### src/verilog/shifter_lab_pkg.sv
`default_nettype none

package shifter_lab_pkg;

    //////////////////////////////////////////////////////////////////////
    // Datapath widths
    //////////////////////////////////////////////////////////////////////

    // Switch word fed to the shifter
    localparam int DATA_W = 16;

    // One shamt bit per shifter stage (1, 2, 4, 8)
    localparam int SHAMT_W = 4;

    //////////////////////////////////////////////////////////////////////
    // Seven-segment display
    //////////////////////////////////////////////////////////////////////

    // Eight anodes on the board
    localparam int NUM_DIGITS = 8;

    // Segments a..g, no decimal point
    localparam int SEG_W = 7;

    // Active low, so all ones is dark
    localparam logic [SEG_W-1:0] SEG_BLANK = {SEG_W{1'b1}};

    //////////////////////////////////////////////////////////////////////
    // Button filtering
    //////////////////////////////////////////////////////////////////////

    // Equal tick samples before a new level is trusted
    localparam int DEBOUNCE_SAMPLES = 4;

    // Scanner position, one state per digit
    typedef enum logic [$clog2(NUM_DIGITS)-1:0] {
        DIGIT0,
        DIGIT1,
        DIGIT2,
        DIGIT3,
        DIGIT4,
        DIGIT5,
        DIGIT6,
        DIGIT7
    } scan_state_e;

endpackage

`default_nettype wire
### src/verilog/seg_bus_if.sv
`timescale 1ns/1ps
`default_nettype none

interface seg_bus_if import shifter_lab_pkg::*; ();

    // Active-low glyph per digit, index 0 is the rightmost digit
    logic [NUM_DIGITS-1:0][SEG_W-1:0] digit;

    // Encoder side drives every pattern
    modport source (
        output digit
    );

    // Scanner side only reads
    modport sink (
        input digit
    );

endinterface

`default_nettype wire

### src/verilog/shifter_lab_top.sv
`timescale 1ns/1ps
`default_nettype none

module shifter_lab_top import shifter_lab_pkg::*; #(
    parameter int TICK_DIV = 100000
) (
    input  wire                   clk,
    input  wire                   rst,
    input  wire  [DATA_W-1:0]     sw,
    input  wire  [4:0]            btn,
    output logic [7:0]            led,
    output logic [SEG_W-1:0]      seg,
    output logic [NUM_DIGITS-1:0] an
);

    logic                tick;
    logic [4:0]          press;
    logic                dir;
    logic                rotate;
    logic [SHAMT_W-1:0]  shamt;
    logic [DATA_W-1:0]   result;

    seg_bus_if seg_bus ();

    //////////////////////////////////////////////////////////////////////
    // Timing and buttons
    //////////////////////////////////////////////////////////////////////

    // Shared 1 kHz enable for filters and scan
    tick_divider #(
        .TICK_DIV (TICK_DIV)
    ) u_tick (
        .clk  (clk),
        .rst  (rst),
        .tick (tick)
    );

    // 0 dir, 1 rotate, 2 shamt0, 3 shamt1, 4 step
    for (genvar b = 0; b < 5; b++) begin : g_btn
        button_debounce u_db (
            .clk     (clk),
            .rst     (rst),
            .tick    (tick),
            .btn_raw (btn[b]),
            .press   (press[b])
        );
    end

    shift_control u_ctrl (
        .clk        (clk),
        .rst        (rst),
        .press_dir  (press[0]),
        .press_rot  (press[1]),
        .press_sh0  (press[2]),
        .press_sh1  (press[3]),
        .press_step (press[4]),
        .dir        (dir),
        .rotate     (rotate),
        .shamt      (shamt),
        .led        (led)
    );

    //////////////////////////////////////////////////////////////////////
    // Datapath and display
    //////////////////////////////////////////////////////////////////////

    barrel_shifter16 u_shift (
        .data_in  (sw),
        .shamt    (shamt),
        .dir      (dir),
        .rotate   (rotate),
        .data_out (result)
    );

    seg7_digit_encode u_enc (
        .value  (result),
        .digits (seg_bus.source)
    );

    seg7_scan8 u_scan (
        .clk    (clk),
        .rst    (rst),
        .tick   (tick),
        .digits (seg_bus.sink),
        .an     (an),
        .seg    (seg)
    );

endmodule

`default_nettype wire

### src/verilog/seg7_scan8.sv
`timescale 1ns/1ps
`default_nettype none

module seg7_scan8 import shifter_lab_pkg::*; (
    input  wire                   clk,
    input  wire                   rst,
    input  wire                   tick,
    seg_bus_if.sink               digits,
    output logic [NUM_DIGITS-1:0] an,
    output logic [SEG_W-1:0]      seg
);

    scan_state_e state;
    scan_state_e next_state;

    // Wraps DIGIT7 back to DIGIT0
    assign next_state = scan_state_e'(state + 1'b1);

    //////////////////////////////////////////////////////////////////////
    // Scan register
    //////////////////////////////////////////////////////////////////////

    always_ff @(posedge clk) begin
        if (rst) begin
            // Parked on the last digit, first tick lands on DIGIT0
            state <= DIGIT7;
            an    <= '1;
            seg   <= SEG_BLANK;
        end else if (tick) begin
            state <= next_state;
            // Anode and pattern move together
            an    <= ~(NUM_DIGITS'(1) << next_state);
            seg   <= digits.digit[next_state];
        end
    end

    // No two digits lit at once
    a_an_onehot : assert property (
        @(posedge clk) disable iff (rst) $onehot0(~an)
    ) else $error("more than one anode active");

endmodule

`default_nettype wire

### src/verilog/seg7_digit_encode.sv
`timescale 1ns/1ps
`default_nettype none

module seg7_digit_encode import shifter_lab_pkg::*; (
    input  wire  [DATA_W-1:0] value,
    seg_bus_if.source         digits
);

    // Hex glyph, gfedcba, active low
    function automatic logic [SEG_W-1:0] hex_glyph(input logic [3:0] nib);
        logic [SEG_W-1:0] g;
        case (nib)
            4'h0: g = 7'b1000000;
            4'h1: g = 7'b1111001;
            4'h2: g = 7'b0100100;
            4'h3: g = 7'b0110000;
            4'h4: g = 7'b0011001;
            4'h5: g = 7'b0010010;
            4'h6: g = 7'b0000010;
            4'h7: g = 7'b1111000;
            4'h8: g = 7'b0000000;
            4'h9: g = 7'b0010000;
            4'hA: g = 7'b0001000;
            4'hB: g = 7'b0000011;
            4'hC: g = 7'b1000110;
            4'hD: g = 7'b0100001;
            4'hE: g = 7'b0000110;
            default: g = 7'b0001110;
        endcase
        return g;
    endfunction

    //////////////////////////////////////////////////////////////////////
    // Digit fan-out
    //////////////////////////////////////////////////////////////////////

    for (genvar i = 0; i < NUM_DIGITS; i++) begin : g_digit
        if (i < DATA_W / 4) begin : g_hex
            // Nibble i, least significant on the right
            assign digits.digit[i] = hex_glyph(value[4*i +: 4]);
        end else begin : g_blank
            // Upper digits stay dark
            assign digits.digit[i] = SEG_BLANK;
        end
    end

endmodule

`default_nettype wire

### src/verilog/barrel_shifter16.sv
`timescale 1ns/1ps
`default_nettype none

module barrel_shifter16 import shifter_lab_pkg::*; (
    input  wire  [DATA_W-1:0]  data_in,
    input  wire  [SHAMT_W-1:0] shamt,
    input  wire                dir,
    input  wire                rotate,
    output logic [DATA_W-1:0]  data_out
);

    // One stage: move by amt, zero fill or wrap
    function automatic logic [DATA_W-1:0] shift_by(
        input logic [DATA_W-1:0] v,
        input int                amt,
        input logic              right,
        input logic              wrap
    );
        logic [2*DATA_W-1:0] dbl;
        logic [DATA_W-1:0]   res;
        dbl = {v, v};
        if (right) begin
            // Low half of the doubled word holds the wrapped bits
            res = wrap ? DATA_W'(dbl >> amt) : (v >> amt);
        end else begin
            // High half for left moves
            dbl = dbl << amt;
            res = wrap ? dbl[2*DATA_W-1:DATA_W] : (v << amt);
        end
        return res;
    endfunction

    //////////////////////////////////////////////////////////////////////
    // Log stages, 1 2 4 8
    //////////////////////////////////////////////////////////////////////

    logic [DATA_W-1:0] stage_data [SHAMT_W+1];

    assign stage_data[0] = data_in;

    for (genvar s = 0; s < SHAMT_W; s++) begin : g_stage
        // Bypass when this amount bit is clear
        assign stage_data[s+1] = shamt[s]
                               ? shift_by(stage_data[s], 1 << s, dir, rotate)
                               : stage_data[s];
    end

    assign data_out = stage_data[SHAMT_W];

endmodule

`default_nettype wire

### src/verilog/shift_control.sv
`timescale 1ns/1ps
`default_nettype none

module shift_control import shifter_lab_pkg::*; (
    input  wire                clk,
    input  wire                rst,
    input  wire                press_dir,
    input  wire                press_rot,
    input  wire                press_sh0,
    input  wire                press_sh1,
    input  wire                press_step,
    output logic               dir,
    output logic               rotate,
    output logic [SHAMT_W-1:0] shamt,
    output logic [7:0]         led
);

    // Toggled low bits of the amount
    logic [1:0] shamt_lo;
    // Step counter for the high bits, wraps mod 4
    logic [SHAMT_W-3:0] shamt_hi;

    always_ff @(posedge clk) begin
        if (rst) begin
            dir      <= 1'b0;
            rotate   <= 1'b0;
            shamt_lo <= '0;
            shamt_hi <= '0;
        end else begin
            // Each press flips its own bit
            if (press_dir) dir <= ~dir;
            if (press_rot) rotate <= ~rotate;
            if (press_sh0) shamt_lo[0] <= ~shamt_lo[0];
            if (press_sh1) shamt_lo[1] <= ~shamt_lo[1];
            // Centre button steps by 4
            if (press_step) shamt_hi <= shamt_hi + 1'b1;
        end
    end

    assign shamt = {shamt_hi, shamt_lo};

    // LED map: amount, rotate, dir, two dark
    assign led = {shamt, rotate, dir, 2'b00};

endmodule

`default_nettype wire

### src/verilog/button_debounce.sv
`timescale 1ns/1ps
`default_nettype none

module button_debounce import shifter_lab_pkg::*; (
    input  wire  clk,
    input  wire  rst,
    input  wire  tick,
    input  wire  btn_raw,
    output logic press
);

    //////////////////////////////////////////////////////////////////////
    // Synchroniser
    //////////////////////////////////////////////////////////////////////

    logic sync_q1;
    logic sync_q2;

    always_ff @(posedge clk) begin
        if (rst) begin
            sync_q1 <= 1'b0;
            sync_q2 <= 1'b0;
        end else begin
            sync_q1 <= btn_raw;
            sync_q2 <= sync_q1;
        end
    end

    //////////////////////////////////////////////////////////////////////
    // Stability filter, sampled on ticks
    //////////////////////////////////////////////////////////////////////

    logic [$clog2(DEBOUNCE_SAMPLES+1)-1:0] stable_cnt;
    logic level;
    logic level_d;

    always_ff @(posedge clk) begin
        if (rst) begin
            stable_cnt <= '0;
            level      <= 1'b0;
        end else if (tick) begin
            if (sync_q2 == level) begin
                // Bounce back, start over
                stable_cnt <= '0;
            end else if (stable_cnt == DEBOUNCE_SAMPLES - 1) begin
                // Enough equal samples, accept
                level      <= sync_q2;
                stable_cnt <= '0;
            end else begin
                stable_cnt <= stable_cnt + 1'b1;
            end
        end
    end

    // Rising edge of the accepted level
    always_ff @(posedge clk) begin
        if (rst) begin
            level_d <= 1'b0;
            press   <= 1'b0;
        end else begin
            level_d <= level;
            press   <= level & ~level_d;
        end
    end

    a_press_pulse : assert property (
        @(posedge clk) disable iff (rst) press |=> !press
    ) else $error("press longer than one cycle");

endmodule

`default_nettype wire

### src/verilog/tick_divider.sv
`timescale 1ns/1ps
`default_nettype none

module tick_divider #(
    parameter int TICK_DIV = 100000
) (
    input  wire  clk,
    input  wire  rst,
    output logic tick
);

    // Free-running count, wraps every TICK_DIV clocks
    logic [$clog2(TICK_DIV)-1:0] cnt;

    always_ff @(posedge clk) begin
        if (rst) begin
            cnt  <= '0;
            tick <= 1'b0;
        end else if (cnt == TICK_DIV - 1) begin
            // Wrap and strobe for one clock
            cnt  <= '0;
            tick <= 1'b1;
        end else begin
            cnt  <= cnt + 1'b1;
            tick <= 1'b0;
        end
    end

    // Strobe never stretches into a level
    a_tick_single : assert property (
        @(posedge clk) disable iff (rst) tick |=> !tick
    ) else $error("tick high for more than one cycle");

endmodule

`default_nettype wire

### config.mk
export PLATFORM = sky130hd
export DESIGN_NAME = shifter_lab_top
export DESIGN_NICKNAME = d
export VERILOG_FILES = /design/src/verilog/shifter_lab_pkg.sv /design/src/verilog/seg_bus_if.sv /design/src/verilog/shifter_lab_top.sv /design/src/verilog/seg7_scan8.sv /design/src/verilog/seg7_digit_encode.sv /design/src/verilog/barrel_shifter16.sv /design/src/verilog/shift_control.sv /design/src/verilog/button_debounce.sv /design/src/verilog/tick_divider.sv
export SDC_FILE = /design/constraint.sdc
export NUM_CORES = 1
export LEC_CHECK = 0
export BUFFER_PORTS_ARGS = -buffer_cell sky130_fd_sc_hd__buf_2
export CAP_MARGIN = 20
export CORE_UTILIZATION = 50
export CTS_CLUSTER_SIZE = 28
export DETAILED_ROUTE_END_ITERATION = 10
export GPL_TIMING_DRIVEN = 0
export HOLD_SLACK_MARGIN = 0.15
export PLACE_DENSITY = 0.78
export SETUP_SLACK_MARGIN = 0.2
export SLEW_MARGIN = 20
export SYNTH_ARGS = -nofsm -noshare
export SYNTH_HDL_FRONTEND = slang
export SYNTH_HIERARCHICAL = 1
export SYNTH_SLANG_ARGS = --single-unit
### constraint.sdc
create_clock -name clk -period 3.9 [get_ports clk]
set_input_delay 0.78 -clock clk [delete_from_list [all_inputs] [get_ports clk]]
set_output_delay 0.78 -clock clk [all_outputs]
set_load 0.01 [all_outputs]
==> flow_metrics.tcl, run 1 <==
set metrics [dict create \
    track_usage_pct 22.4 \
    wl_met3_mm 1.00 \
    fmax_ghz 0.278 \
    synth_most_common_cell "dfxtp_1" \
    place_area_um2 7280 \
    grt_pass1_wl_mm 26.0 \
    r2r_cells 14 \
    detail_route.vias_per_cell 5.74 \
    drtIter0Drc 525 \
    status "finished clean" \
    worst_path_max_delay_cell "mux4_1" \
    design.die.area_um2 14000 \
    r2r-start "u_ctrl/dir$_SDFFE_PP0P_" \
    final.setup.tns_ns 0 \
    rsz0062_at_grt "true" \
    clkPwrFrac_pct 41.8 \
    slew_viol_final 0 \
    p_int_w 0.00151 \
    io_buffers 42 \
    clk_pin_slew_worst_paths_ns 0.06 \
    nNetsFinal 920 \
    globalplace.congestion 0.974 \
    grt_pass1_vias 5509 \
    wl_met2_mm 7.15 \
    wirelength_met1_mm 6.83 \
    pwr-share-comb_pct 15.5 \
    syn-cell-area_um2 6750 \
    area_growth_pct 16.5 \
    hold_viol_final 0 \
    antenna_left 0 \
    arrival_ns 3.81 \
    grt_overflow_total 0 \
    fin_crit_ns 3.60 \
    clock_latency_ns 0.33 \
    finClkSkew_ns 0.00673 \
    crit_family "compound AO/OA/AOI/OAI gates" \
    critPathMaxStageDelay_ns 0.51 \
    vias 5962 \
    synth_edf_count 0 \
    p_sw_w 0.000488 \
    design.portCount 46 \
    highest_layer "met4" \
    pre_cts_ws_ns -0.494 \
    multi_input_area_um2 4740 \
    ys_ff_latch 82 \
    reg2reg_slack_ns 0.30 \
    cts_tree "yes" \
    cp_data_required_time_ns 4.11 \
    drive_gt1_share_pct 27.7 \
    cp_num_cells 14 \
    start_kind "register" \
    row_count 42 \
    cts_buffers 9 \
    startpoint "u_ctrl/dir$_SDFFE_PP0P_" \
    hp-start "g_btn[3].u_db/level_d$_SDFF_PP0_" \
    ys_seq_area_share_pct 24.3 \
    antenna_found_initial 0 \
    wl_per_cell_um 15.0 \
    initial_core_util_pct 51.2 \
    critical_path_class "reg -> reg" \
    cp-endpoint "u_scan/seg[3]$_SDFFE_PP1P_" \
    yosysUniqueCellTypes 82 \
    ys_warn_count 6 \
    worst_setup_path_end_kind "register" \
    r2r_end "u_scan/seg[3]$_SDFFE_PP1P_" \
    min_path_type "reg -> reg" \
    dp_hpwl_mm 11.1 \
    die_y_um 118 \
    grt_max_degree 49 \
    htree_levels 3 \
    whs_ns 0.379 \
    synthFlopType "dfxtp_1" \
    crit_chain "buf_6 > buf_6 > nand2_1 > a32oi_1 > a21oi_1 > a211oi_2 > a22o_2 > inv_1 > ha_1 > inv_1 > mux4_1 > mux2_2 > o22ai_2 > o32ai_2" \
    setup_ws_ns 0.301 \
    ys_top_cells_by_count "dfxtp_1 (82), nor2_1 (66), buf_4 (40), nand2b_1 (40), ha_1 (39)" \
    synth.top_cell.area_share_pct 24.3 \
    critPathBufInv 4 \
    tightest_slew_ns 1.02 \
    slew-limit-headroom_pct 32.0 \
    finalInstanceArea_um2 7860 \
    core_um2 13200 \
    diodes 0 \
    critical_path_peak_fanout 10 \
    yosysTopAreaCell "dfxtp_1" \
    p_leak_nw 3.17 \
    ir_drop_uv 266 \
    cts_hold_buf 0 \
    finalCritPeriodShare_pct 92.3 \
    ys_top_cells_by_area "dfxtp_1 (24%), ha_1 (7.2%), mux2i_1 (5.3%)" \
    n_fill_cell 1133 \
    wirelength_mm 15.5 \
    clockRootBuffer "clkbuf_16" \
    powerDensity_nw_per_um2 254 \
    swShare_pct 24.5 \
    clockBufferDepth 2 \
    setup_violations 0 \
    seq_area_um2 1640 \
    seq_power_share_pct 42.6 \
    drv_cap 0 \
    cts.sinks 82 \
    avgSynthCellArea_um2 8.79 \
    dieWidth_um 118 \
    ys_async_sr_fraction_pct 0 \
    syn_inst 768 \
    dr.pass1.iters 5 \
    drc 0 \
]
[sequential cells by signal (all words and copies together), names as in the netlist]
| register | cells |
|---|---|
| u_tick/cnt | 17 |
| g_btn.u_db/stable_cnt | 15 |
| u_ctrl/dir | 1 |
| g_btn.u_db/press | 5 |
| u_scan/seg | 7 |
| u_tick/tick | 1 |
| u_scan/state | 3 |
| g_btn.u_db/sync_q2 | 5 |
| u_ctrl/shamt_lo | 2 |
| u_ctrl/shamt_hi | 2 |
| u_scan/an | 8 |
| g_btn.u_db/sync_q1 | 5 |
| u_ctrl/rotate | 1 |
| g_btn.u_db/level_d | 5 |
| g_btn.u_db/level | 5 |
[per-stage QoR]
| step | std cells | power [W] | utilization (%) |
|---|---|---|---|
| floorplan | 796 | 0.00108 | - |
| global placement | 1014 | 0.00115 | 55.2 |
| detailed placement | 1014 | 0.00115 | 55.2 |
| CTS | 1032 | 0.00200 | 58.7 |
| global route | 1038 | 0.00208 | 59.6 |
| finish | 1038 | 0.00199 | 59.6 |
[area by class of cell]
class | count | area share (%)
plain buffers | 78 | 7.34
clock buffers | 10 | 3.04
clock inverters | 5 | 0.796
inverters | 26 | 1.27
multi-input cells | 610 | 60.3
flip-flops and latches | 82 | 20.9
well taps | 176 | 2.80
repair buffers | 51 | 3.53
[worst min path at each step]
stage	depth (start not counted)	endpoint	slack, ns
final	1	g_btn[3].u_db/press$_SDFF_PP0_	0.38
after detailed placement	1	g_btn[2].u_db/press$_SDFF_PP0_	0.38
after global placement	1	g_btn[0].u_db/press$_SDFF_PP0_	0.37
after CTS	1	g_btn[3].u_db/press$_SDFF_PP0_	0.38
after floorplan	1	g_btn[0].u_db/press$_SDFF_PP0_	0.37
after global routing	1	g_btn[3].u_db/press$_SDFF_PP0_	0.39
[cell usage in the layout (no fill, tap or decap), drive strengths merged, types with 11 or more instances in the layout]
cell / n
inv: 25
a211oi: 14
nand2b: 40
nor2: 70
nand2: 34
nor3: 11
buf: 114
conb: 30
xnor2: 17
o22ai: 25
mux2i: 36
a21oi: 32
o32ai: 12
dfxtp: 82
o21ai: 34
ha: 39
nor2b: 32
nand3: 16
mux2: 34
clkbuf: 25
[repair_timing]
item | 4_1_cts | 5_1_grt
pin swaps | 2 | 6
endpoints found under the setup margin | 7 | 7
gates resized for setup | 29 | 25
setup buffers | 3 | 6
[power by group through the flow]
stage | sequential [W] | combinational (W) | clock, W
final | 0.000850 | 0.000309 | 0.000834
after global routing | 0.000851 | 0.000339 | 0.000894
after CTS | 0.000850 | 0.000295 | 0.000856
after detailed placement | 0.000869 | 0.000282 | 0
after global placement | 0.000869 | 0.000278 | 0
after floorplan | 0.000868 | 0.000210 | 0
[cell families (layout without fill, tap and decap cells)]
kind of cell / Yosys count / after routing / synth area share, %
other cells: 2 / 30 / 0.111
compound gates: 183 / 183 / 20.2
simple gates: 254 / 254 / 21.2
buf+inv: 104 / 170 / 9.57
flops: 82 / 82 / 24.3
mux: 78 / 78 / 13.9
xor+xnor: 26 / 26 / 3.37
fa+ha+maj: 39 / 39 / 7.23
[routing by layer]
layer | track usage, % | vias up
met5 | 0 | -
met4 | 9.05 | 0
met3 | 4.05 | 58
met2 | 36.0 | 218
met1 | 29.6 | 2764
li1 | - | 2922
No activity file was read; power rests on OpenSTA's default activity.
==> run 2, diff against run 1 <==
- ABC_AREA: unset -> 1
==> flow_metrics.tcl, run 2 <==
set metrics [dict create \
    status "finished clean" \
    drive_gt1_share_pct 15.3 \
    multi_input_area_um2 4290 \
    io_buffers 43 \
    top_regs "u_tick/cnt (17), g_btn.u_db/stable_cnt (15), u_scan/an (8)" \
    core_um2 13400 \
    design.portCount 46 \
    clockBufferDepth 2 \
    whs_ns 0.393 \
    synth.top_cell.area_share_pct 23.5 \
    slew_viol_final 0 \
    ys_top_cells_by_count "nand2_1 (365), nand3_1 (219), inv_1 (154), nor2_1 (86), dfxtp_1 (82)" \
    cts_resized 0 \
    largest-register "u_tick/cnt" \
    cp_data_required_time_ns 4.12 \
    antenna_left 0 \
    synth_most_common_cell "nand2_1" \
    worst_setup_path_end_kind "register" \
    fmax_ghz 0.331 \
    grt_pass1_vias 6259 \
    r2r-start "u_ctrl/shamt_hi[0]$_SDFFE_PP0P_" \
    globalplace.congestion 0.911 \
    ys_seq_area_share_pct 23.5 \
    critical_path_class "reg -> reg" \
    vias 7044 \
    min_path_type "reg -> reg" \
    powerDensity_nw_per_um2 249 \
    clockRootBuffer "clkbuf_16" \
    cts_tree "yes" \
    finalCritPeriodShare_pct 77.5 \
    ys_async_sr_fraction_pct 0 \
    p_leak_nw 4.06 \
    grt_pass1_wl_mm 26.9 \
    n_fill_cell 1314 \
    seq_area_um2 1640 \
    cts_buffers 9 \
    dp_hpwl_mm 11.7 \
    finClkSkew_ns 0.00591 \
    diodes 0 \
    hold_viol_final 0 \
    critical_path_peak_fanout 10 \
    start_kind "register" \
    setup_violations 0 \
    cts_hold_buf 0 \
    grt_max_degree 35 \
    dr.pass1.iters 5 \
    mostFrequentLayoutCell "nand2_1" \
    drv_cap 0 \
    initial_core_util_pct 52.1 \
    ys_warn_count 6 \
    startpoint "u_ctrl/shamt_hi[0]$_SDFFE_PP0P_" \
    cts.sinks 82 \
    synth_edf_count 0 \
    detail_route.vias_per_cell 4.91 \
    area_growth_pct 11.9 \
    wirelength_mm 15.3 \
    track_usage_pct 22.4 \
    final.setup.tns_ns 0 \
    syn_inst 1171 \
    synthFlopType "dfxtp_1" \
    design.die.area_um2 14400 \
    grt_overflow_total 0 \
    nNetsFinal 1315 \
    antenna_found_initial 0 \
    die_y_um 120 \
    drtIter0Drc 499 \
    avgSynthCellArea_um2 5.96 \
    largest_register_ffs 17 \
    fin_crit_ns 3.02 \
    final_cell_mix "nand2_1 (365), nand3_1 (219), inv_1 (154), nor2_1 (86), dfxtp_1 (82)" \
    ys_top_cells_by_area "dfxtp_1 (24%), nand2_1 (20%), nand3_1 (16%)" \
    tightest_slew_ns 0.894 \
    yosysUniqueCellTypes 35 \
    ir_drop_uv 303 \
    clk_pin_slew_worst_paths_ns 0.06 \
    post_cts.repair.setup_buffers 0 \
    yosysTopAreaCell "dfxtp_1" \
    arrival_ns 3.24 \
    htree_levels 3 \
    drc 0 \
    clock_latency_ns 0.33 \
    wl_per_cell_um 10.7 \
    rsz0062_at_grt "false" \
    row_count 42 \
    dieWidth_um 120 \
    hp-start "g_btn[3].u_db/level_d$_SDFF_PP0_" \
    slew-limit-headroom_pct 40.3 \
    ys_ff_latch 82 \
    syn-cell-area_um2 6980 \
]
[run 2: cell types whose count changed after synthesis, moves of 13 or more]
cell / before / now
nor2b_1: 27 / 0
xnor2_1: 17 / 4
nand3_1: 15 / 219
mux2i_1: 36 / 0
nor2_1: 66 / 86
o22ai_1: 24 / 0
inv_1: 24 / 154
nand2b_1: 40 / 0
mux2_2: 28 / 0
nand2_1: 34 / 365
[run 2: power breakdown]
part	leakage (nW)	switching [W]	internal, W
registers	0.664	0.00000486	0.000845
logic	3.25	0.000176	0.000114
clock network	0.146	0.000335	0.000468
[run 2: cell families after synthesis]
group                    count (synthesis)  share of synthesized area, %
buffers and inverters                  237                          16.4
AO/OA/AOI/OAI                           68                          5.29
other                                    2                         0.108
XOR/XNOR                                 5                         0.628
adder cells (fa/ha/maj)                 39                          7.00
flip-flops                              82                          23.5
AND/OR/NAND/NOR                        738                          47.0
[run 2: worst paths after layout]
| kind | to | slack, ns | depth (start not counted) |
|---|---|---|---|
| setup / recovery | u_scan/seg[3]$_SDFFE_PP1P_ | 0.88 | 20 |
| hold / removal | g_btn[3].u_db/press$_SDFF_PP0_ | 0.39 | 1 |
| setup reg to reg | u_scan/seg[3]$_SDFFE_PP1P_ | 0.88 | 20 |
| hold reg to reg | g_btn[3].u_db/press$_SDFF_PP0_ | 0.39 | 1 |
[run 2: layout make-up]
cell class                      count  share of cell area [%]
Inverter                          163                    7.87
Buffer                             74                    6.83
Timing Repair Buffer               43                    2.76
Clock inverter                      5                   0.465
Sequential cell                    82                    21.0
Multi-Input combinational cell    880                    55.0
Tap cell                          176                    2.82
Clock buffer                       11                    3.24
[run 2: routing by layer]
layer | up-vias | wire, µm | track usage (%)
li1 | 3761 | - | -
met1 | 3114 | 7240 | 29.1
met2 | 155 | 7270 | 38.6
met3 | 14 | 649 | 2.71
met4 | 0 | 137 | 6.25
met5 | - | 0 | 0
[run 2: critical path: stages (launching register included)]
cell,delay (ns)
dfxtp_1,0.44
buf_4,0.15
clkbuf_1,0.30
inv_1,0.22
clkbuf_1,0.27
nand2_1,0.15
nand3_1,0.08
nand2_1,0.24
inv_1,0.16
ha_1,0.33
inv_1,0.04
nand2_1,0.05
nand2_1,0.05
nand2_1,0.05
nand2_1,0.04
inv_1,0.05
nand2_1,0.05
nand3_1,0.06
nand2_1,0.05
nand2_1,0.07
nand3_1,0.06
[run 2: stage by stage]
stage	cells	power [W]	instance area [µm²]	setup WS [ns]	utilization (%)
2_1_floorplan	1199	0.00109	7080	1.32	-
3_3_place_gp	1418	0.00115	7520	0.874	56.1
3_5_place_dp	1418	0.00115	7520	0.883	56.1
4_1_cts	1434	0.00197	7800	0.920	58.2
5_1_grt	1434	0.00205	7800	0.547	58.2
6_report	1434	0.00194	7800	0.879	58.2
